==> config.mk <==
export PLATFORM = sky130hd
export DESIGN_NAME = threadScheduler
export DESIGN_NICKNAME = d
export VERILOG_FILES = /design/src/common/rv32IsaPkg.sv /design/src/common/core4tPkg.sv /design/src/core/threadScheduler.sv
export VERILOG_INCLUDE_DIRS = /design/src /design/src/common
export SDC_FILE = /design/constraint.sdc
export NUM_CORES = 1
export LEC_CHECK = 0
export ABC_AREA = 1
export BUFFER_PORTS_ARGS = -buffer_cell sky130_fd_sc_hd__clkbuf_2
export CORE_MARGIN = 4
export CORE_UTILIZATION = 50
export CTS_CLUSTER_DIAMETER = 200
export CTS_CLUSTER_SIZE = 30
export DETAILED_ROUTE_END_ITERATION = 7
export GPL_TIMING_DRIVEN = 1
export PLACE_DENSITY = 0.8
export SYNTH_ARGS = -nofsm -noshare
export SYNTH_HDL_FRONTEND = slang
export SYNTH_SLANG_ARGS = --single-unit
==> constraint.sdc <==
create_clock -name QClk -period 2.9 [get_ports QClk]
set_clock_uncertainty 0.05 [all_clocks]
set_input_delay 0.145 -clock QClk [delete_from_list [all_inputs] [get_ports QClk]]
set_output_delay 0.145 -clock QClk [all_outputs]
set_load 0.02 [all_outputs]
==> src/common/core4t_config.svh <==
////////////////////
// Core sizing macros
// Thread count, widths, reset PC stride, NOP
////////////////////
`ifndef CORE4T_CONFIG_SVH
`define CORE4T_CONFIG_SVH

// Barrel geometry
`define CORE_THREADS   4             // Hardware threads in rotation
`define CORE_REGS      16            // Registers per thread bank

// Datapath
`define CORE_XLEN      32            // Data and address width

// Per-thread program placement
`define CORE_PC_STRIDE 32'h400       // Thread i resets to i times this

// Bubble encoding
`define CORE_NOP       32'h0000_0013 // ADDI writing x0

`endif

==> src/common/rv32IsaPkg.sv <==
////////////////////
// RV32I opcode, ALU operation and decode control types
////////////////////
`default_nettype none

package rv32IsaPkg;

    // Major opcodes of the supported subset
    typedef enum logic [6:0] {
        opLui    = 7'b0110111,
        opAuiPc  = 7'b0010111,
        opJal    = 7'b1101111,
        opJalr   = 7'b1100111,
        opBranch = 7'b1100011,
        opLoad   = 7'b0000011,
        opStore  = 7'b0100011,
        opOpImm  = 7'b0010011,
        opOp     = 7'b0110011
    } opcodeT;

    // ALU operation, {funct7[5], funct3}
    typedef enum logic [3:0] {
        aluAdd  = 4'b0000,
        aluSll  = 4'b0001,
        aluSlt  = 4'b0010,
        aluSltu = 4'b0011,
        aluXor  = 4'b0100,
        aluSrl  = 4'b0101,
        aluOr   = 4'b0110,
        aluAnd  = 4'b0111,
        aluSub  = 4'b1000,
        aluSra  = 4'b1101
    } aluOpT;

    // Decode flags, produced at Q101H
    typedef struct packed {
        logic jal;
        logic jalr;
        logic branch;
        logic iTypeImm;  // Second operand is the I immediate
        logic lui;
        logic auiPc;
        logic store;     // Second operand is the S immediate
        logic memRd;
        logic memWr;
        logic memToReg;  // Writeback from data memory
        logic pcToReg;   // Writeback of the link value
        logic regWr;
    } ctrlT;

    typedef logic [31:0] instrT;

endpackage

`default_nettype wire

==> src/common/core4tPkg.sv <==
////////////////////
// Core types
// Threads, stage payloads, memory and config requests
////////////////////
`include "core4t_config.svh"
`default_nettype none

package core4tPkg;

    typedef logic [`CORE_THREADS-1:0] threadOneHotT;  // One bit per thread
    typedef logic [`CORE_XLEN-1:0]    wordT;
    typedef logic [4:0]               regPtrT;        // Low bits address a bank

    // Q101H slot, instruction joins from the fetch port
    typedef struct packed {
        logic              valid;
        threadOneHotT      thread;
        wordT              pc;
        rv32IsaPkg::instrT instr;
    } q101T;

    // Q102H slot after decode and register read
    typedef struct packed {
        q101T             base;
        rv32IsaPkg::ctrlT ctrl;
        wordT             rs1Data;
        wordT             rs2Data;
    } q102T;

    // Q103H slot, also carried into Q104H
    typedef struct packed {
        logic             valid;
        threadOneHotT     thread;
        wordT             pcPlus4;    // Link value
        wordT             aluOut;     // Result or data address
        wordT             storeData;
        regPtrT           rd;
        rv32IsaPkg::ctrlT ctrl;
    } q103T;

    // Data memory request
    typedef struct packed {
        wordT address;
        wordT writeData;
        logic read;
        logic write;
    } memReqT;

    // Thread-enable write, four-phase
    typedef struct packed {
        logic         req;
        threadOneHotT enableMask;
    } cfgReqT;

    // Register file write port
    typedef struct packed {
        logic         we;
        threadOneHotT thread;
        regPtrT       rd;
        wordT         data;
    } wbT;

endpackage

`default_nettype wire

==> src/core/threadScheduler.sv <==
////////////////////
// Thread rotation, per-thread PCs
// Fetch-slot valid
////////////////////
`timescale 1ns/100ps
`default_nettype none
`include "core4t_config.svh"

module threadScheduler (
    input  logic                    QClk,
    input  logic                    reset,
    input  core4tPkg::threadOneHotT enableMask,
    input  core4tPkg::wordT         nextPc,      // From Q102H
    input  core4tPkg::threadOneHotT q102Thread,
    input  logic                    q102Valid,
    output core4tPkg::wordT         pc,          // Q100H
    output logic                    fetchValid,
    output core4tPkg::threadOneHotT fetchThread
);
    import core4tPkg::*;

    wordT threadPc [`CORE_THREADS];

    // Rotation 0, 1, 2, 3, thread 0 first after reset
    always_ff @(posedge QClk) begin
        if (reset) begin
            fetchThread <= threadOneHotT'(1);
        end else begin
            fetchThread <= {fetchThread[`CORE_THREADS-2:0], fetchThread[`CORE_THREADS-1]};
        end
    end

    ////////////////////
    // Program counters
    ////////////////////
    for (genvar t = 0; t < `CORE_THREADS; t++) begin : genPc
        always_ff @(posedge QClk) begin
            if (reset) begin
                threadPc[t] <= wordT'(t * `CORE_PC_STRIDE);  // Separate program per thread
            end else if (q102Valid && q102Thread[t]) begin
                threadPc[t] <= nextPc;   // Two cycles ahead of this thread's next fetch
            end
        end
    end

    // One-hot select of the fetching thread
    always_comb begin
        pc = '0;
        for (int t = 0; t < `CORE_THREADS; t++) begin
            if (fetchThread[t]) pc = threadPc[t];
        end
    end

    assign fetchValid = |(fetchThread & enableMask);  // Disabled slot is a bubble

endmodule

`default_nettype wire

==> flow_metrics.py <==
metrics = {
    "synthesis": {
        "synth_area_sq_mm": 0.00600,
        "yosysSeqAreaShare_pct": 65.4,
        "syn-num-nets": 656,
        "syn_avg_cell_area_sq_um": 9.78,
        "synth-seq-cells": 132,
        "netlist-cell-type-count": 19,
        "synthCells": 613,
        "ys_warn_count": 0,
    },
    "drt": {
        "via_count": 4575,
        "routed.top_layer": "met4",
        "drc": 0,
        "dr.pass1.iters": 7,
        "ant_nets": 0,
        "routed_wl_microns": 14200,
        "via_per_inst": 5.38,
        "wl_met2_microns": 7610,
        "wl_met1_microns": 5250,
        "drt_iter0_drc": 317,
        "wl_met3_microns": 960,
        "wl_per_cell_microns": 16.7,
    },
    "sta": {
        "worst_slew_pin_slew_ns": 0.954,
        "setup_viol": 0,
        "maxSlewHeadroom_pct": 36.3,
        "finalCriticalPeriod_ns": 2.23,
        "timing.hold.ws_ns": 0.0285,
        "fmaxAchievable_mhz": 448,
        "fin_crit_sh_pct": 77.0,
        "rsz0062_at_grt": "no",
        "drv_slew": 0,
        "finalSetupTns_ns": 0,
        "hold_viol": 0,
    },
    "layout": {
        "multi_input_area_sq_mm": 0.00172,
        "seq_area_sq_mm": 0.00393,
        "postLayoutCoreUtil_pct": 62.0,
        "nNetsFinal": 737,
        "final_cells": 850,
        "area_delta_synth_final_pct": 19.6,
        "num_antenna_cells": 0,
        "fillers": 948,
        "drive_gt1_share_pct": 23.2,
    },
    "grt": {
        "grt_pass1_vias": 4772,
        "grt_pass1_wl_microns": 23500,
        "grt_util_all_layers_pct": 21.7,
        "globalRoute.totalOverflow": 0,
        "antenna_found_initial": 0,
        "grt_max_degree": 35,
    },
    "clocking": {
        "cts_tree": "built",
        "root_buffer": "clkbuf_16",
        "ctsHoldBuffers": 4,
        "cts_buffers": 17,
        "clock_latency_ns": 0.41,
        "clock_sinks": 132,
        "ctsResizeCount": 0,
        "path_clk_slew_ns": 0.06,
        "cts.path.max_buffers": 2,
        "cts_setup_buffers": 0,
        "htree_levels": 4,
    },
    "placed_design": {
        "gp_congestion": 0.780,
        "post-place-cells": 814,
        "portBuffers": 79,
        "dp_hpwl_microns": 8670,
    },
    "power_and_ir_drop": {
        "power_w": 0.00507,
        "vdd_ir_drop_max_mv": 0.389,
        "leakage_nw": 3.20,
        "power_density_mw_per_mm2": 707,
    },
    "floorplan": {
        "die_y_microns": 118,
        "initial_core_util_pct": 51.8,
        "die_area_sq_mm": 0.0138,
        "rows": 39,
        "io_pins": 80,
        "die_x_microns": 118,
        "coreArea_sq_mm": 0.0116,
    },
    "min_path": {
        "worstHoldStart": "nextPc[28]",
        "hp-class": "in -> reg",
        "min_to": "threadPc[3][28]",
        "holdPathStages": 3,
    },
    "setup_path": {
        "r2r_slack_ns": 1.80,
        "critical_path_depth": 7,
        "critPathTopFamily": "buffers and inverters",
        "critical_path.startpoint_type": "register",
        "crit_type": "reg -> out",
        "end_kind": "output port",
        "worst-r2r-cell-count": 1,
        "critical_path.max_fanout": 19,
        "r2r_start": "fetchThread[3]",
        "cp_num_buf_inv": 3,
        "cpPeakStageDelay_ns": 0.41,
        "cp_data_arrival_time_ns": 2.04,
        "crit_required_ns": 2.71,
        "slowest_stage": "inv_1",
        "regToRegEndpoint": "fetchThread[0]",
        "critical_path.startpoint": "fetchThread[2]",
        "worstPathCellList": "inv_1, buf_4, nor2_1, nor2_1, nand2_1, nand2_1, clkbuf_2",
    },
    "run_status": {
        "status": "complete, no violations",
    },
    "job": {
        "cap_violations": 0,
    },
}
-- flip-flops by register name (all words and copies together) (netlist names) --
signal	flops
fetchThread	4
threadPc	128
-- how the worst max path moves through the flow --
stage                                  to  slack, ns
after detailed placement  threadPc[1][14]       1.02
after global routing               pc[10]       0.54
after floorplan            threadPc[3][0]       0.62
after global placement     threadPc[1][4]       1.12
after CTS                          pc[10]       0.65
final                              pc[10]       0.67
-- cells in the mapped netlist --
library cell	count	area share, %
a21oi_1	32	2.7
nor3_4	1	0.27
clkbuf_1	9	0.56
buf_1	1	0.063
nand3_2	1	0.17
or2_2	1	0.10
inv_2	3	0.19
nor2_2	30	3.1
buf_6	3	0.56
buf_2	15	1.3
nand3_1	34	2.8
edfxtp_1	128	64
nor2_1	161	10
dfxtp_1	4	1.3
inv_1	36	2.3
o21ai_0	1	0.083
nand4_1	3	0.31
buf_4	10	1.3
nand2_1	140	8.8
-- logic make-up after synthesis --
family | count (synthesis) | synth area share, %
AO/OA/AOI/OAI | 33 | 2.75
flip-flops | 132 | 65.4
buffers and inverters | 77 | 6.14
AND/OR/NAND/NOR | 371 | 25.7
-- per-layer routing --
metal,vias to the layer above,track usage (%)
met5,-,0
met1,2188,24.7
met3,32,5.19
met2,203,39.0
li1,2152,-
met4,0,9.52
-- area by class of cell --
| cell class | count | share of cell area [%] |
|---|---|---|
| timing repair buffer | 100 | 8.20 |
| clock buffer | 18 | 5.99 |
| multi-input combinational | 404 | 23.9 |
| sequential | 132 | 54.8 |
| inverter | 39 | 2.04 |
| clock inverter | 14 | 2.58 |
| tap | 143 | 2.50 |
-- per-stage QoR --
step / setup slack [ns] / area (sq um)
finish: 0.666 / 7170
global route: 0.543 / 7170
CTS: 0.655 / 7170
detailed placement: 1.02 / 6510
global placement: 1.12 / 6510
floorplan: 0.620 / 6000
-- power breakdown --
part | internal, W | leakage, nW | total (W) | switching [W]
Clock | 0.00143 | 0.297 | 0.00223 | 0.000801
Combinational | 0.000162 | 1.57 | 0.000533 | 0.000371
Sequential | 0.00225 | 1.33 | 0.00231 | 0.0000506
-- layout by cell type, fill, tap and decap left out --
cell type      instances
dfxtp_1                3
clkinv_4               2
inv_1                 36
nor2_1               161
bufinv_16              4
inv_6                  1
clkbuf_16             17
a21oi_1               32
o21ai_4                1
buf_12                 2
clkbuf_2              79
nor3_4                 1
clkinvlp_4             2
or2_2                  1
dlygate4sd3_1          4
nor2_2                30
clkbuf_1               1
nand4_1                3
nand2_1              140
buf_4                 15
inv_2                  3
clkinv_2               4
nand3_1               34
dfxtp_2                1
nand3_2                1
clkinv_1               1
edfxtp_1             128
Note: power is estimated with default switching activity, not from simulation.
