===== config.mk =====
export PLATFORM = sky130hd
export DESIGN_NAME = threadControl
export DESIGN_NICKNAME = d
export VERILOG_FILES = /design/src/common/rv32IsaPkg.sv /design/src/common/core4tPkg.sv /design/src/core/threadControl.sv
export VERILOG_INCLUDE_DIRS = /design/src /design/src/common
export SDC_FILE = /design/constraint.sdc
export NUM_CORES = 1
export LEC_CHECK = 0
export BUFFER_PORTS_ARGS = -buffer_cell sky130_fd_sc_hd__buf_2
export CORE_AREA = 4 4 41 43
export CTS_CLUSTER_DIAMETER = 30
export CTS_CLUSTER_SIZE = 20
export DETAILED_ROUTE_END_ITERATION = 7
export DIE_AREA = 0 0 45 47
export PLACE_DENSITY = 0.44
export SLEW_MARGIN = 20
export SYNTH_ARGS = -nofsm -noshare
export SYNTH_HDL_FRONTEND = slang
export SYNTH_SLANG_ARGS = --single-unit

===== constraint.sdc =====
create_clock -name QClk -period 1 [get_ports QClk]
set_input_delay 0.05 -clock QClk [delete_from_list [all_inputs] [get_ports QClk]]
set_output_delay 0.05 -clock QClk [all_outputs]
set_load 0.02 [all_outputs]

===== src/common/core4t_config.svh =====
////////////////////
// Core sizing macros
// Thread count, widths, reset PC stride, NOP
////////////////////
`ifndef CORE4T_CONFIG_SVH
`define CORE4T_CONFIG_SVH

// Barrel geometry
`define CORE_THREADS   4             // Hardware threads in rotation
`define CORE_REGS      16            // Registers per thread bank

// Datapath
`define CORE_XLEN      32            // Data and address width

// Per-thread program placement
`define CORE_PC_STRIDE 32'h400       // Thread i resets to i times this

// Bubble encoding
`define CORE_NOP       32'h0000_0013 // ADDI writing x0

`endif


===== src/common/rv32IsaPkg.sv =====
////////////////////
// RV32I opcode, ALU operation and decode control types
////////////////////
`default_nettype none

package rv32IsaPkg;

    // Major opcodes of the supported subset
    typedef enum logic [6:0] {
        opLui    = 7'b0110111,
        opAuiPc  = 7'b0010111,
        opJal    = 7'b1101111,
        opJalr   = 7'b1100111,
        opBranch = 7'b1100011,
        opLoad   = 7'b0000011,
        opStore  = 7'b0100011,
        opOpImm  = 7'b0010011,
        opOp     = 7'b0110011
    } opcodeT;

    // ALU operation, {funct7[5], funct3}
    typedef enum logic [3:0] {
        aluAdd  = 4'b0000,
        aluSll  = 4'b0001,
        aluSlt  = 4'b0010,
        aluSltu = 4'b0011,
        aluXor  = 4'b0100,
        aluSrl  = 4'b0101,
        aluOr   = 4'b0110,
        aluAnd  = 4'b0111,
        aluSub  = 4'b1000,
        aluSra  = 4'b1101
    } aluOpT;

    // Decode flags, produced at Q101H
    typedef struct packed {
        logic jal;
        logic jalr;
        logic branch;
        logic iTypeImm;  // Second operand is the I immediate
        logic lui;
        logic auiPc;
        logic store;     // Second operand is the S immediate
        logic memRd;
        logic memWr;
        logic memToReg;  // Writeback from data memory
        logic pcToReg;   // Writeback of the link value
        logic regWr;
    } ctrlT;

    typedef logic [31:0] instrT;

endpackage

`default_nettype wire


===== src/common/core4tPkg.sv =====
////////////////////
// Core types
// Threads, stage payloads, memory and config requests
////////////////////
`include "core4t_config.svh"
`default_nettype none

package core4tPkg;

    typedef logic [`CORE_THREADS-1:0] threadOneHotT;  // One bit per thread
    typedef logic [`CORE_XLEN-1:0]    wordT;
    typedef logic [4:0]               regPtrT;        // Low bits address a bank

    // Q101H slot, instruction joins from the fetch port
    typedef struct packed {
        logic              valid;
        threadOneHotT      thread;
        wordT              pc;
        rv32IsaPkg::instrT instr;
    } q101T;

    // Q102H slot after decode and register read
    typedef struct packed {
        q101T             base;
        rv32IsaPkg::ctrlT ctrl;
        wordT             rs1Data;
        wordT             rs2Data;
    } q102T;

    // Q103H slot, also carried into Q104H
    typedef struct packed {
        logic             valid;
        threadOneHotT     thread;
        wordT             pcPlus4;    // Link value
        wordT             aluOut;     // Result or data address
        wordT             storeData;
        regPtrT           rd;
        rv32IsaPkg::ctrlT ctrl;
    } q103T;

    // Data memory request
    typedef struct packed {
        wordT address;
        wordT writeData;
        logic read;
        logic write;
    } memReqT;

    // Thread-enable write, four-phase
    typedef struct packed {
        logic         req;
        threadOneHotT enableMask;
    } cfgReqT;

    // Register file write port
    typedef struct packed {
        logic         we;
        threadOneHotT thread;
        regPtrT       rd;
        wordT         data;
    } wbT;

endpackage

`default_nettype wire


===== src/core/threadControl.sv =====
////////////////////
// Thread-enable register with req/ack write port
////////////////////
`timescale 1ns/100ps
`default_nettype none

module threadControl (
    input  logic                    QClk,
    input  logic                    reset,
    input  core4tPkg::cfgReqT       cfgReq,
    output logic                    cfgAck,
    output core4tPkg::threadOneHotT enableMask
);

    logic reqRise;

    // Rising edge of req
    // Ack low means the previous handshake has closed
    assign reqRise = cfgReq.req && !cfgAck;

    ////////////////////
    // Handshake and mask
    ////////////////////
    always_ff @(posedge QClk) begin
        if (reset) begin
            cfgAck     <= 1'b0;
            enableMask <= '0;            // All threads parked
        end else begin
            cfgAck <= cfgReq.req;        // Follows req one cycle later, both ways
            if (reqRise) begin
                enableMask <= cfgReq.enableMask;  // Sampled once per request
            end
        end
    end

endmodule

`default_nettype wire


==> results of run 1 <==
[through the flow]
step	worst slack [ns]	power, mW	instance area [µm²]	utilization	hold slack [ns]
finish	0.0821	0.516	310	0.238	0.0504
global route	0.0239	0.552	310	0.238	0.0699
CTS	0.0695	0.534	310	0.238	0.0462
detailed placement	0.262	0.294	284	0.218	0.311
global placement	0.264	0.293	284	0.218	0.299
floorplan	0.163	0.261	210	-	0.122
[final timing paths]
kind                                              endpoint  slack [ns]  cells after the start
worst max-delay path                                cfgAck        0.08                      1
worst min register to register  enableMask[3]$_SDFFE_PP0P_        0.46                      2
worst min-delay path                     cfgAck$_SDFF_PP0_        0.05                      2
worst max register to register  enableMask[2]$_SDFFE_PP0P_        0.25                      2
[worst reg2reg max path, stage by stage (launching register included)]
cell and delay, ns:
dfxtp_1 0.42, nand4bb_1 0.15, o21ai_1 0.07
[final cells by class]
type / instances / share of cell area
clock buffers: 4 / 0.0847
multi-input cells: 14 / 0.355
flip-flops and latches: 5 / 0.323
well taps: 15 / 0.0605
repair buffers: 11 / 0.177
[sequential cells by signal, indices dropped and copies added (netlist names)]
name        count
cfgAck          1
enableMask      4
[report_power, final]
part | switching (mW) | total [mW] | leakage, nW | internal, mW
sequential | 0.00743 | 0.220 | 0.0412 | 0.212
clock | 0.0773 | 0.228 | 0.0150 | 0.151
combinational | 0.0354 | 0.0689 | 0.0787 | 0.0334
total | 0.120 | 0.516 | 0.135 | 0.396
[logic make-up (layout without fill, tap and decap cells)]
logic type / count (synthesis) / after routing
DFF: 5 / 5
buffers and inverters: 0 / 15
and+or+nand+nor: 10 / 10
AOI/OAI and AO/OA: 4 / 4
[cell usage in the layout, fill, tap and decap left out, drive strengths merged]
master	count
nand2b	4
buf	11
dfxtp	5
clkbuf	4
nor2b	2
o21ai	4
nand4bb	4
[metal layers]
layer,track usage,up-vias,wire length (µm)
met5,0,-,0
met4,0.0877,0,0
met3,0.0115,0,20
met2,0.0791,6,256
met1,0.0590,87,189
li1,-,98,-
==> flow_metrics.env, run 1 <==
export IMPL_p_leak_nw=0.135
export IMPL_antenna_found_initial=0
export IMPL_regArea_um2=100
export IMPL_synth_top_cell_area_share=0.476
export IMPL_ys_top_cells_by_count="5 x dfxtp_1, 4 x nand2b_1, 4 x nand4bb_1, 4 x o21ai_1"
export IMPL_synth_area_leader_cell="dfxtp_1"
export IMPL_vias=191
export IMPL_cts_root_buf="clkbuf_4"
export IMPL_rows=13
export IMPL_cp_data_arrival_time_ns=0.87
export IMPL_synth_top_family_by_area="simple AND/OR/NAND/NOR gates"
export IMPL_fin_tns_setup_ns=0
export IMPL_crit_path_end_kind="primary output"
export IMPL_floorplan_initialDensity=0.162
export IMPL_crit_start="cfgAck$_SDFF_PP0_"
export IMPL_worstSetupPathType="register to primary output"
export IMPL_finalNonFillerCells=49
export IMPL_max_cap_violations=0
export IMPL_cts_max_path_buffers=2
export IMPL_synth_area_um2=210
export IMPL_ioPinCount=12
export IMPL_cts_buffers=3
export IMPL_hold_viol=0
export IMPL_cts_setup_buffers=0
export IMPL_max_freq_mhz=1090
export IMPL_crit_fanout=6
export IMPL_grt_pass1_vias=204
export IMPL_synth_avg_cell_area_um2=11.1
export IMPL_rsz0062_at_grt="false"
export IMPL_worst_clock_skew_ns=0.00435
export IMPL_grt_pass1_wl_um=800
export IMPL_die_w_um=45
export IMPL_drv_slew=0
export IMPL_grt_use_total=0.0568
export IMPL_ys_warn_count=0
export IMPL_multi_input_area_um2=110
export IMPL_fin_crit_ns=0.918
export IMPL_critPathTopFamily="flip-flops"
export IMPL_peakVddDrop_mv=0.426
export IMPL_num_antenna_cells=0
export IMPL_cts_hold_buffers=0
export IMPL_ant_nets=0
export IMPL_worstPathCellList="buf_2"
export IMPL_period_share=0.918
export IMPL_worstHoldStart="reset"
export IMPL_syn_nets=26
export IMPL_hp_class="input pin to register"
export IMPL_drt_total_wl_um=466
export IMPL_synth_edf_count=0
export IMPL_coreArea_um2=1300
export IMPL_synthMuxAreaShare=0
export IMPL_path_buf_inv=1
export IMPL_cp_slowest_stage_delay_ns=0.42
export IMPL_vias_per_cell=3.90
export IMPL_critPathLaunchType="register"
export IMPL_area_growth_synth_to_final_pct=47.6
export IMPL_drc=0
export IMPL_place_congestion=0.650
export IMPL_overflow=0
export IMPL_synth_top_cells_by_area="dfxtp_1 48%, nand4bb_1 21%, nand2b_1 12%"
export IMPL_drt_iter0_drc=3
export IMPL_synthCells=19
export IMPL_h_tree_depth=1
export IMPL_final_nets=42
export IMPL_cts_tree="built"
export IMPL_yosysMostFrequentCell="dfxtp_1"
export IMPL_placedCellCount=45
export IMPL_cp_data_required_time_ns=0.95
export IMPL_synthAdderAreaFrac=0
export IMPL_ys_seq_area_frac=0.476
export IMPL_layout_drive_gt1_share=0.441
export IMPL_die_h_um=47
export IMPL_status="completed"
export IMPL_worst_skew_pair_late_latency_ns=0.24
export IMPL_tightest_slew_ns=0.206
export IMPL_wire_per_inst_um=9.51
export IMPL_io_buffers=11
export IMPL_ys_flop_type="dfxtp_1"
export IMPL_synth_compound_area_share=0.0952
export IMPL_synth_simple_area_share=0.429
export IMPL_ys_seq_elements=5
export IMPL_max_slew_margin=0.862
export IMPL_grt_max_degree=10
export IMPL_reg2reg_from="cfgAck$_SDFF_PP0_"
export IMPL_cts_resized=0
export IMPL_first_pass_iters=2
export IMPL_setup_viol=0
export IMPL_fillers=159
export IMPL_synth_xor_area_share=0
export IMPL_ys_types=6
export IMPL_slowest_stage="dfxtp_1"
export IMPL_clk_pin_slew_ns=0.04
export IMPL_cts_num_sinks=5
export IMPL_power_per_cell_area_nw_per_um2=1660
export IMPL_die_area_um2=2120
export IMPL_async_flop_share=0
(Power assumes the default switching activity.)
==> run 2, diff against run 1 <==
CTS_BUF_LIST = sky130_fd_sc_hd__clkbuf_2   (was default)
==> run 2 against run 1 <==
Sequential share of layout area up 0.66 points. First-iteration DRC count unchanged. Non-clock buffer count stayed put. Routed wire length grew 0.64%. Clock power decreased by 19%. Final area is 2.0% lower. Sequential cell count is the same. Die area is the same. Combinational power hardly changed. Global-route usage unchanged. Setup slack better by 0.019 ns. Total power down 8.5%. Critical endpoint unchanged. Largest cell class unchanged.
==> flow_metrics.env, run 2 (synthesis gave the netlist of run 1 again) <==
export IMPL_cp_depth=1
export IMPL_critPathLaunchType="register"
export IMPL_cp_data_required_time_ns=0.95
export IMPL_hold_viol=0
export IMPL_cts_tree="built"
export IMPL_grt_pass1_vias=204
export IMPL_p_leak_nw=0.137
export IMPL_cts_resized=0
export IMPL_cts_root_buf="clkbuf_2"
export IMPL_status="completed"
export IMPL_drc=0
export IMPL_wire_per_inst_um=9.57
export IMPL_critPathTopFamily="flip-flops"
export IMPL_drt_total_wl_um=469
export IMPL_floorplan_initialDensity=0.162
export IMPL_worst_skew_pair_late_latency_ns=0.21
export IMPL_worst_clock_skew_ns=0.00657
export IMPL_fin_crit_ns=0.899
export IMPL_final_common_cell="buf_2"
export IMPL_cts_buffers=3
export IMPL_slowest_stage="dfxtp_1"
export IMPL_finalNonFillerCells=49
export IMPL_grt_pass1_wl_um=800
export IMPL_power_per_cell_area_nw_per_um2=1550
export IMPL_max_cap_violations=0
export IMPL_final_core_util=0.234
export IMPL_drt_iter0_drc=3
export IMPL_hold_depth=2
export IMPL_final_nets=42
export IMPL_max_slew_margin=0.862
export IMPL_die_area_um2=2120
export IMPL_hp_class="input pin to register"
export IMPL_reg2reg_depth=2
export IMPL_vias=191
export IMPL_cp_data_arrival_time_ns=0.85
export IMPL_die_h_um=47
export IMPL_cp_slowest_stage_delay_ns=0.43
export IMPL_largest_reg_flops=4
export IMPL_rows=13
export IMPL_cts_hold_buffers=0
export IMPL_grt_use_total=0.0568
export IMPL_period_share=0.899
export IMPL_ioPinCount=12
export IMPL_rsz0062_at_grt="false"
export IMPL_place_congestion=0.650
export IMPL_clk_pin_slew_ns=0.06
export IMPL_h_tree_depth=1
export IMPL_path_buf_inv=1
export IMPL_coreArea_um2=1300
export IMPL_drv_slew=0
export IMPL_ant_nets=0
export IMPL_crit_path_end_kind="primary output"
export IMPL_worstPathCellList="buf_2"
export IMPL_peakVddDrop_mv=0.450
export IMPL_antenna_found_initial=0
export IMPL_num_antenna_cells=0
export IMPL_die_w_um=45
export IMPL_tightest_slew_ns=0.206
export IMPL_worstSetupPathType="register to primary output"
export IMPL_first_pass_iters=2
export IMPL_io_buffers=11
export IMPL_layout_cells_most_common_list="11 x buf_2, 5 x dfxtp_1"
export IMPL_grt_max_degree=10
export IMPL_crit_fanout=6
export IMPL_largestRegisters="enableMask x4, cfgAck x1"
export IMPL_setup_viol=0
export IMPL_vias_per_cell=3.90
export IMPL_top_register="enableMask"
export IMPL_fin_tns_setup_ns=0
export IMPL_layout_drive_gt1_share=0.471
export IMPL_cts_setup_buffers=0
export IMPL_area_growth_synth_to_final_pct=44.6
export IMPL_max_freq_mhz=1110
export IMPL_overflow=0
export IMPL_placedCellCount=45
export IMPL_cts_max_path_buffers=2
export IMPL_cts_num_sinks=5
[run 2: cell types whose count changed in the layout (fill, tap and decap cells not counted)]
| cell | delta |
|---|---|
| clkbuf_1 | -1 |
| clkbuf_2 | +4 |
| clkbuf_4 | -3 |
[run 2: final cells by class]
cell class              instances  area, µm²
multi-input cells              14        110
clock buffers                   4       20.0
fillers                       160        997
flip-flops and latches          5        100
well taps                      15       18.8
repair buffers                 11       55.1
[run 2: metrics by stage]
step / setup WS, ns / cell area (µm²) / total power [mW] / hold slack (ns)
after floorplan: 0.163 / 210 / 0.261 / 0.122
after global placement: 0.264 / 284 / 0.293 / 0.299
after detailed placement: 0.262 / 284 / 0.294 / 0.311
after CTS: 0.0850 / 304 / 0.486 / 0.0637
after global routing: 0.0332 / 304 / 0.504 / 0.0823
final: 0.101 / 304 / 0.472 / 0.0731
[run 2: path summary, 6_finish.rpt]
kind                              startpoint                         end  slack [ns]
setup / recovery           cfgAck$_SDFF_PP0_                      cfgAck        0.10
hold / removal                         reset           cfgAck$_SDFF_PP0_        0.07
setup reg to reg           cfgAck$_SDFF_PP0_  enableMask[0]$_SDFFE_PP0P_        0.24
hold reg to reg   enableMask[3]$_SDFFE_PP0P_  enableMask[3]$_SDFFE_PP0P_        0.46
[run 2: routing by layer]
metal / track usage / routed length [µm]
met3: 0.0115 / 20
met4: 0.0877 / 0
met2: 0.0791 / 254
met1: 0.0590 / 194
met5: 0 / 0
[run 2: where the power goes]
part	internal (mW)	switching (mW)	total, mW	leakage, nW
Sequential	0.211	0.00741	0.219	0.0412
Combinational	0.0334	0.0355	0.0690	0.0787
Clock	0.106	0.0786	0.184	0.0166
Total	0.351	0.122	0.472	0.137
