[src/common/core4t_config.svh]
////////////////////
// Core sizing macros
// Thread count, widths, reset PC stride, NOP
////////////////////
`ifndef CORE4T_CONFIG_SVH
`define CORE4T_CONFIG_SVH

// Barrel geometry
`define CORE_THREADS   4             // Hardware threads in rotation
`define CORE_REGS      16            // Registers per thread bank

// Datapath
`define CORE_XLEN      32            // Data and address width

// Per-thread program placement
`define CORE_PC_STRIDE 32'h400       // Thread i resets to i times this

// Bubble encoding
`define CORE_NOP       32'h0000_0013 // ADDI writing x0

`endif

[src/common/rv32IsaPkg.sv]
////////////////////
// RV32I opcode, ALU operation and decode control types
////////////////////
`default_nettype none

package rv32IsaPkg;

    // Major opcodes of the supported subset
    typedef enum logic [6:0] {
        opLui    = 7'b0110111,
        opAuiPc  = 7'b0010111,
        opJal    = 7'b1101111,
        opJalr   = 7'b1100111,
        opBranch = 7'b1100011,
        opLoad   = 7'b0000011,
        opStore  = 7'b0100011,
        opOpImm  = 7'b0010011,
        opOp     = 7'b0110011
    } opcodeT;

    // ALU operation, {funct7[5], funct3}
    typedef enum logic [3:0] {
        aluAdd  = 4'b0000,
        aluSll  = 4'b0001,
        aluSlt  = 4'b0010,
        aluSltu = 4'b0011,
        aluXor  = 4'b0100,
        aluSrl  = 4'b0101,
        aluOr   = 4'b0110,
        aluAnd  = 4'b0111,
        aluSub  = 4'b1000,
        aluSra  = 4'b1101
    } aluOpT;

    // Decode flags, produced at Q101H
    typedef struct packed {
        logic jal;
        logic jalr;
        logic branch;
        logic iTypeImm;  // Second operand is the I immediate
        logic lui;
        logic auiPc;
        logic store;     // Second operand is the S immediate
        logic memRd;
        logic memWr;
        logic memToReg;  // Writeback from data memory
        logic pcToReg;   // Writeback of the link value
        logic regWr;
    } ctrlT;

    typedef logic [31:0] instrT;

endpackage

`default_nettype wire

[src/common/core4tPkg.sv]
////////////////////
// Core types
// Threads, stage payloads, memory and config requests
////////////////////
`include "core4t_config.svh"
`default_nettype none

package core4tPkg;

    typedef logic [`CORE_THREADS-1:0] threadOneHotT;  // One bit per thread
    typedef logic [`CORE_XLEN-1:0]    wordT;
    typedef logic [4:0]               regPtrT;        // Low bits address a bank

    // Q101H slot, instruction joins from the fetch port
    typedef struct packed {
        logic              valid;
        threadOneHotT      thread;
        wordT              pc;
        rv32IsaPkg::instrT instr;
    } q101T;

    // Q102H slot after decode and register read
    typedef struct packed {
        q101T             base;
        rv32IsaPkg::ctrlT ctrl;
        wordT             rs1Data;
        wordT             rs2Data;
    } q102T;

    // Q103H slot, also carried into Q104H
    typedef struct packed {
        logic             valid;
        threadOneHotT     thread;
        wordT             pcPlus4;    // Link value
        wordT             aluOut;     // Result or data address
        wordT             storeData;
        regPtrT           rd;
        rv32IsaPkg::ctrlT ctrl;
    } q103T;

    // Data memory request
    typedef struct packed {
        wordT address;
        wordT writeData;
        logic read;
        logic write;
    } memReqT;

    // Thread-enable write, four-phase
    typedef struct packed {
        logic         req;
        threadOneHotT enableMask;
    } cfgReqT;

    // Register file write port
    typedef struct packed {
        logic         we;
        threadOneHotT thread;
        regPtrT       rd;
        wordT         data;
    } wbT;

endpackage

`default_nettype wire

[src/core/executeStage.sv]
////////////////////
// Q102H immediates, ALU, branch compare
// Next-PC select
////////////////////
`timescale 1ns/100ps
`default_nettype none

module executeStage (
    input  core4tPkg::q102T stage,
    output core4tPkg::wordT aluOut,
    output core4tPkg::wordT nextPc,
    output core4tPkg::wordT pcPlus4
);
    import rv32IsaPkg::*;
    import core4tPkg::*;

    instrT      ins;
    opcodeT     opcode;
    logic [2:0] funct3;
    ctrlT       ctrl;
    wordT       pcQ102H;
    wordT       immI, immS, immB, immU, immJ;
    wordT       aluIn1, aluIn2;
    logic [4:0] shamt;
    aluOpT      aluOp;
    logic       condMet;

    assign ins     = stage.base.instr;
    assign pcQ102H = stage.base.pc;
    assign ctrl    = stage.ctrl;
    assign opcode  = opcodeT'(ins[6:0]);
    assign funct3  = ins[14:12];

    ////////////////////
    // Immediates
    ////////////////////
    assign immI = {{20{ins[31]}}, ins[31:20]};
    assign immS = {{20{ins[31]}}, ins[31:25], ins[11:7]};
    assign immB = {{20{ins[31]}}, ins[7], ins[30:25], ins[11:8], 1'b0};
    assign immU = {ins[31:12], 12'b0};
    assign immJ = {{12{ins[31]}}, ins[19:12], ins[20], ins[30:21], 1'b0};

    // Operand select, first match wins
    always_comb begin
        aluIn1 = stage.rs1Data;
        aluIn2 = stage.rs2Data;       // OP and branches
        if (ctrl.lui) begin
            aluIn1 = '0;
            aluIn2 = immU;
        end else if (ctrl.auiPc) begin
            aluIn1 = pcQ102H;
            aluIn2 = immU;
        end else if (ctrl.iTypeImm) begin
            aluIn2 = immI;            // OP-IMM, LW, JALR
        end else if (ctrl.store) begin
            aluIn2 = immS;
        end
    end

    // ALU op from funct7[5] only for OP and immediate shifts
    always_comb begin
        aluOp = aluAdd;               // Address and upper-immediate adds
        if ((opcode == opOp) || ((opcode == opOpImm) && (funct3[1:0] == 2'b01))) begin
            aluOp = aluOpT'({ins[30], funct3});
        end else if (opcode == opOpImm) begin
            aluOp = aluOpT'({1'b0, funct3});
        end
    end

    ////////////////////
    // ALU
    ////////////////////
    assign shamt = aluIn2[4:0];

    always_comb begin
        case (aluOp)
            aluAdd:  aluOut = aluIn1 + aluIn2;
            aluSub:  aluOut = aluIn1 - aluIn2;
            aluSlt:  aluOut = wordT'($signed(aluIn1) < $signed(aluIn2));
            aluSltu: aluOut = wordT'(aluIn1 < aluIn2);
            aluSll:  aluOut = aluIn1 << shamt;
            aluSrl:  aluOut = aluIn1 >> shamt;
            aluSra:  aluOut = $signed(aluIn1) >>> shamt;
            aluXor:  aluOut = aluIn1 ^ aluIn2;
            aluOr:   aluOut = aluIn1 | aluIn2;
            aluAnd:  aluOut = aluIn1 & aluIn2;
            default: aluOut = '0;     // Undefined funct7 combination
        endcase
    end

    // Branch compare on rs1 and rs2
    always_comb begin
        case (funct3)
            3'b000:  condMet = (aluIn1 == aluIn2);                   // BEQ
            3'b001:  condMet = (aluIn1 != aluIn2);                   // BNE
            3'b100:  condMet = ($signed(aluIn1) < $signed(aluIn2));  // BLT
            3'b101:  condMet = ($signed(aluIn1) >= $signed(aluIn2)); // BGE
            3'b110:  condMet = (aluIn1 < aluIn2);                    // BLTU
            3'b111:  condMet = (aluIn1 >= aluIn2);                   // BGEU
            default: condMet = 1'b0;
        endcase
    end

    ////////////////////
    // Next PC
    ////////////////////
    assign pcPlus4 = pcQ102H + 32'd4;

    always_comb begin
        nextPc = pcPlus4;
        if (ctrl.jalr) begin
            nextPc = {aluOut[31:1], 1'b0};   // rs1 plus imm, LSB cleared
        end else if (ctrl.jal) begin
            nextPc = pcQ102H + immJ;
        end else if (ctrl.branch && condMet) begin
            nextPc = pcQ102H + immB;
        end
    end

endmodule

`default_nettype wire

[config.mk]
export PLATFORM = sky130hd
export DESIGN_NAME = executeStage
export DESIGN_NICKNAME = d
export VERILOG_FILES = /design/src/common/rv32IsaPkg.sv /design/src/common/core4tPkg.sv /design/src/core/executeStage.sv
export VERILOG_INCLUDE_DIRS = /design/src /design/src/common
export SDC_FILE = /design/constraint.sdc
export NUM_CORES = 1
export LEC_CHECK = 0
export ABC_AREA = 1
export BUFFER_PORTS_ARGS = -buffer_cell sky130_fd_sc_hd__buf_2
export CORE_MARGIN = 2
export CORE_UTILIZATION = 66
export DETAILED_ROUTE_END_ITERATION = 10
export GPL_ROUTABILITY_DRIVEN = 0
export MAX_ROUTING_LAYER = met4
export PLACE_DENSITY_LB_ADDON = 0.25
export SLEW_MARGIN = 40
export SYNTH_ARGS = -nofsm -noshare
export SYNTH_HDL_FRONTEND = slang
export SYNTH_SLANG_ARGS = --single-unit
[constraint.sdc]
create_clock -name vclk -period 7.76
set_input_delay 1.552 -clock vclk [all_inputs]
set_output_delay 1.552 -clock vclk [all_outputs]
set_load 0.005 [all_outputs]
==> tab_implementation.tex, run 1 <==
\begin{tabular}{lr}
\hline
Metric & Value \\
\hline
\multicolumn{2}{l}{\textbf{Run status}} \\
\quad Outcome & stopped before the end \\
\quad Stopped at & global routing \\
\quad Tool error message & [ERROR GRT-0116] Global routing finished with congestion. Check the congestion regions in the DRC Viewer. \\
\multicolumn{2}{l}{\textbf{Logic synthesis}} \\
\quad Number of instances in the synthesized netlist & about 3000 \\
\quad Cell Area, Synth & 0.0155 mm\^{}2 \\
\quad Synthesized net count & 3336 \\
\quad Share of the synthesized netlist area taken by xor and xnor gates & under 10\% \\
\quad Share of the synthesized area in compound gates (AO/OA/AOI/OAI) & a little over a fifth \\
\quad Synth Area per Inst & 5.09 um\^{}2 \\
\quad Largest cells by area after synthesis & sky130\_fd\_sc\_hd\_\_nand2\_1, sky130\_fd\_sc\_hd\_\_nand3\_1, sky130\_fd\_sc\_hd\_\_ha\_1 \\
\quad Seq/Total Area, Yosys & 0\% \\
\quad Proportion of netlist area held by the largest area contributor & 21.6\% \\
\quad Share of synthesized area spent on multiplexers & 0\% \\
\quad Netlist cell types & 59 \\
\quad Cell type with the largest total area after synthesis & sky130\_fd\_sc\_hd\_\_nand2\_1 \\
\quad Combinational family with the most area after synthesis & simple AND/OR/NAND/NOR gates \\
\quad Synthesis Warnings & 0 \\
\quad Basic-gate share of the synthesized area counting and, or, nand and nor cells & about half \\
\quad Share of synthesized cell area in full adder, half adder and majority cells & around an eighth \\
\multicolumn{2}{l}{\textbf{Placed design}} \\
\quad Port bufs & 231 \\
\quad Total cell area at the placement stage & approximately 0.017 mm\^{}2 \\
\quad Detailed placer's ending HPWL & about 62 mm \\
\multicolumn{2}{l}{\textbf{Floorplanning}} \\
\quad I/O pin count & 241 \\
\quad Initial core utilization & between 60\% and 70\% \\
\quad Die outline width & 157 um \\
\quad Floorplan row count & 56 \\
\quad Die outline height & 157 um \\
\multicolumn{2}{l}{\textbf{GRT}} \\
\quad Wire length of the first global-routing pass & 121 mm \\
\quad Global route overflow & 10 \\
\quad Aggregate global-route resource usage & between 60\% and 70\% \\
\quad Vias in the first global route & 22100 \\
\quad Maximum number of pins on one net before global-route repair & 67 \\
\multicolumn{2}{l}{\textbf{Clock tree}} \\
\quad Post-cts hold buffer count & 0 \\
\quad Resized cells post-CTS & 0 \\
\quad Post-CTS Setup Bufs & 0 \\
\hline
\end{tabular}
through the flow:
| step | setup WS [ns] | instances | hold slack [ns] |
|---|---|---|---|
| floorplan | 1.44 | 3046 | 3.16 |
| global placement | 0.330 | 3523 | 3.31 |
| detailed placement | 0.210 | 3523 | 3.31 |
| CTS | 0.181 | 3523 | 3.31 |
synthesized netlist by cell type (all sizes together) (29+ instances only):
| cell | n |
|---|---|
| nand3 | 407 |
| inv | 373 |
| nand4 | 48 |
| xor2 | 44 |
| buf | 103 |
| ha | 141 |
| nor3 | 43 |
| nand2 | 913 |
| o211ai | 29 |
| or2 | 40 |
| a21oi | 225 |
| o21ai | 183 |
| nor2 | 307 |
cells by family after synthesis:
logic type / Yosys count
AO/OA/AOI/OAI: 559
XOR/XNOR: 60
adder cells (fa/ha/maj): 145
buffers and inverters: 502
AND/OR/NAND/NOR: 1780
metal layers:
layer	GRT overflow	track usage (%)
met5	-	-
met4	4	63.3
met3	0	40.3
met2	6	84.0
met1	0	65.6
==> run 2, diff against run 1 <==
--- a/config.mk
+++ b/config.mk
@@ -9,11 +9,10 @@
 export ABC_AREA = 1
 export BUFFER_PORTS_ARGS = -buffer_cell sky130_fd_sc_hd__buf_2
 export CORE_MARGIN = 2
-export CORE_UTILIZATION = 66
+export CORE_UTILIZATION = 40
 export DETAILED_ROUTE_END_ITERATION = 10
 export GPL_ROUTABILITY_DRIVEN = 0
-export MAX_ROUTING_LAYER = met4
-export PLACE_DENSITY_LB_ADDON = 0.25
+export PLACE_DENSITY_LB_ADDON = 0.15
 export SLEW_MARGIN = 40
 export SYNTH_ARGS = -nofsm -noshare
 export SYNTH_HDL_FRONTEND = slang
==> run 2 against run 1 <==
Net effect: the run now ends clean; synthesized area unchanged; synthesized cell count unchanged.
==> tab_implementation.tex, run 2 <==
\begin{tabular}{lr}
\hline
Metric & Value \\
\hline
\multicolumn{2}{l}{\textbf{Cells and area}} \\
\quad Most common cell after layout, fill and taps aside & sky130\_fd\_sc\_hd\_\_nand2\_1 \\
\quad Number of nets in the layout & between 3000 and 4000 \\
\quad Storage element area & 0 um\^{}2 \\
\quad Layout Area Growth over Synthesis & 10.9\% \\
\quad Layout cells sized above 1 & about an eighth \\
\quad Final core utilization & 44.7\% \\
\quad Most used cells in the layout excluding fill and tap cells & sky130\_fd\_sc\_hd\_\_nand2\_1, sky130\_fd\_sc\_hd\_\_nand3\_1, sky130\_fd\_sc\_hd\_\_inv\_1, sky130\_fd\_sc\_hd\_\_nor2\_1, sky130\_fd\_sc\_hd\_\_buf\_2 \\
\quad Count of flip-flops and latches & 0 \\
\quad Fill cell count & approximately 4400 \\
\quad Clock tree buffer count of the final layout & 0 \\
\multicolumn{2}{l}{\textbf{Worst setup path}} \\
\quad Worst Setup End Kind & output port \\
\quad Worst EP arrival & 6.06 ns \\
\quad Critical Path Fanout Max & 26 \\
\quad Kind of start point of the critical path & primary input \\
\quad Critical Setup Path Class & in2out \\
\quad Worst EP required & 6.21 ns \\
\multicolumn{2}{l}{\textbf{Timing}} \\
\quad Unrepaired setup endpoints after global routing & no \\
\quad Total count of max-transition violations in the final report & 0 \\
\quad Post-route clock period utilization & a little over nine tenths \\
\quad Slew at the pin closest to its max-slew limit & 0.831 ns \\
\quad Slew Limit Headroom & between 40\% and 50\% \\
\quad Crit path time final & roughly 7.6 ns \\
\quad Setup total negative slack & 0 ns \\
\quad Count of endpoints failing setup in the final report & 0 \\
\quad Timing-limited maximum frequency & 0.131 GHz \\
\quad Hold violation total from the final report & 0 \\
\multicolumn{2}{l}{\textbf{Floorplanning}} \\
\quad Floorplan row count & 72 \\
\quad I/O pin count & approximately 240 \\
\quad Core Footprint & 0.0385 mm\^{}2 \\
\quad Die outline height & 201 um \\
\quad Initial core utilization & 40.3\% \\
\quad Die footprint & between 0.04 and 0.05 mm\^{}2 \\
\quad Die outline width & 201 um \\
\multicolumn{2}{l}{\textbf{Routing}} \\
\quad Total wire length & 87.7 mm \\
\quad Number of vias after detailed routing & 22800 \\
\quad Residual DRC & 0 \\
\quad Drt wl/cell & around 23 um \\
\quad Vias per cell & 6.09 \\
\quad Iteration count of the initial detailed-routing pass & 9 \\
\quad Detailed router's first-iteration violation count & about 3400 \\
\quad Number of antenna-violating nets in the routed design & 0 \\
\multicolumn{2}{l}{\textbf{GRT}} \\
\quad Maximum number of pins on one net before global-route repair & 67 \\
\quad Vias in the first global route & 21000 \\
\quad Aggregate global-route resource usage & 41.4\% \\
\quad Global route overflow & 0 \\
\quad Wire length of the first global-routing pass & between 100 and 150 mm \\
\quad Number of antenna violations at the first check in global routing & 3 \\
\multicolumn{2}{l}{\textbf{Logic synthesis}} \\
\quad Synthesis Warnings & 0 \\
\quad Number of instances in the synthesized netlist & 3046 \\
\quad Synth Area per Inst & 5.09 um\^{}2 \\
\quad Cell type with the largest total area after synthesis & sky130\_fd\_sc\_hd\_\_nand2\_1 \\
\quad Cell Area, Synth & 0.0155 mm\^{}2 \\
\quad Largest cells by area after synthesis & sky130\_fd\_sc\_hd\_\_nand2\_1, sky130\_fd\_sc\_hd\_\_nand3\_1, sky130\_fd\_sc\_hd\_\_ha\_1 \\
\quad Synthesized net count & 3336 \\
\quad Seq/Total Area, Yosys & 0\% \\
\quad Synth cell count leaders & sky130\_fd\_sc\_hd\_\_nand2\_1, sky130\_fd\_sc\_hd\_\_nand3\_1, sky130\_fd\_sc\_hd\_\_inv\_1, sky130\_fd\_sc\_hd\_\_nor2\_1, sky130\_fd\_sc\_hd\_\_a21oi\_1 \\
\quad Most frequently used cell type in the post-synthesis netlist & sky130\_fd\_sc\_hd\_\_nand2\_1 \\
\quad Proportion of netlist area held by the largest area contributor & between 20 and 25\% \\
\quad Netlist cell types & between 50 and 60 \\
\multicolumn{2}{l}{\textbf{Job}} \\
\quad Count of maximum capacitance violations & 0 \\
\multicolumn{2}{l}{\textbf{Placed design}} \\
\quad Port bufs & roughly 230 \\
\quad Detailed placer's ending HPWL & between 70 and 80 mm \\
\multicolumn{2}{l}{\textbf{Run status}} \\
\quad Outcome & complete, no violations \\
\multicolumn{2}{l}{\textbf{Min path}} \\
\quad Worst min-delay path class & in2out \\
\multicolumn{2}{l}{\textbf{Power}} \\
\quad Leakage & 0.00929 uW \\
\quad Largest vdd supply drop & 49.1 uV \\
\quad Power density normalized to cell area & 91.9 mW/mm\^{}2 \\
\hline
\end{tabular}
-- run 2: cell counts after synthesis --
No cell type changed its count.
-- run 2: worst paths after layout --
| kind | to | cells past startpoint | startpoint |
|---|---|---|---|
| worst max-delay path | nextPc[23] | 19 | stage[71] |
| worst min-delay path | pcPlus4[0] | 2 | stage[108] |
-- run 2: area by class of cell --
cell class         instances  area [um^2]  share of cell area (%)
multi-input cells       2545        13400                    78.3
inverters                376         1420                    8.25
well taps                518          648                    3.77
repair buffers           297         1650                    9.62
diodes                     4         10.0                  0.0583
-- run 2: critical path, cell delays in order --
cell and delay [ns]:
sky130_fd_sc_hd__buf_2 0.16, sky130_fd_sc_hd__inv_4 0.23, sky130_fd_sc_hd__nand2_4 0.19, sky130_fd_sc_hd__buf_4 0.26, sky130_fd_sc_hd__a221oi_1 0.67, sky130_fd_sc_hd__ha_1 0.48, sky130_fd_sc_hd__inv_1 0.16, sky130_fd_sc_hd__a21oi_1 0.21
sky130_fd_sc_hd__o21ai_0 0.18, sky130_fd_sc_hd__a21oi_1 0.32, sky130_fd_sc_hd__nand3_1 0.19, sky130_fd_sc_hd__nand2_1 0.09, sky130_fd_sc_hd__nand2_1 0.05, sky130_fd_sc_hd__o21ai_1 0.46, sky130_fd_sc_hd__inv_1 0.10, sky130_fd_sc_hd__nand4_1 0.30
sky130_fd_sc_hd__nor2_1 0.07, sky130_fd_sc_hd__a21oi_1 0.18, sky130_fd_sc_hd__buf_2 0.15
-- run 2: power breakdown --
part | switching [uW] | internal, uW
Combinational | 1110 | 466
Clock | 0 | 0.000171
Sequential | 0 | 0
-- run 2: logic make-up (layout without fill, tap and decap cells) --
group                    after synthesis  in the layout  synth area share [%]
AND/OR/NAND/NOR                     1780           1781                  50.2
buffers and inverters                502            673                  13.5
AO/OA/AOI/OAI                        559            559                  20.9
other                                  0              4                     0
XOR/XNOR                              60             60                  3.44
adder cells (fa/ha/maj)              145            145                  11.9
-- run 2: through the flow --
stage	setup WS (ns)	hold WS (ns)	cell area [um^2]	cells	total power (uW)
finish	0.151	3.31	17200	3740	1580
global route	0.00556	3.31	17200	3739	1680
CTS	0.0453	3.31	17100	3735	1490
detailed placement	0.0675	3.31	17100	3735	1480
global placement	0.159	3.31	17100	3735	1470
floorplan	1.44	3.16	15500	3046	924
-- run 2: what timing repair did --
action	CTS	global route
setup buffers	0	0
hold endpoints to repair	0	0
gates resized for setup	0	7
hold buffers	0	0
setup endpoints to repair	0	32
-- run 2: layer usage --
layer  vias up  routed length (um)  GRT usage, %  share of wire (%)
li1      10400                   -             -                  -
met1     10100               31000          48.9                 35
met2      1813               35300          61.7                 40
met3       426               12100          11.9                 14
met4         0                9210          35.2                 11
met5         -                   0             0                  0
(Power assumes the default switching activity.)
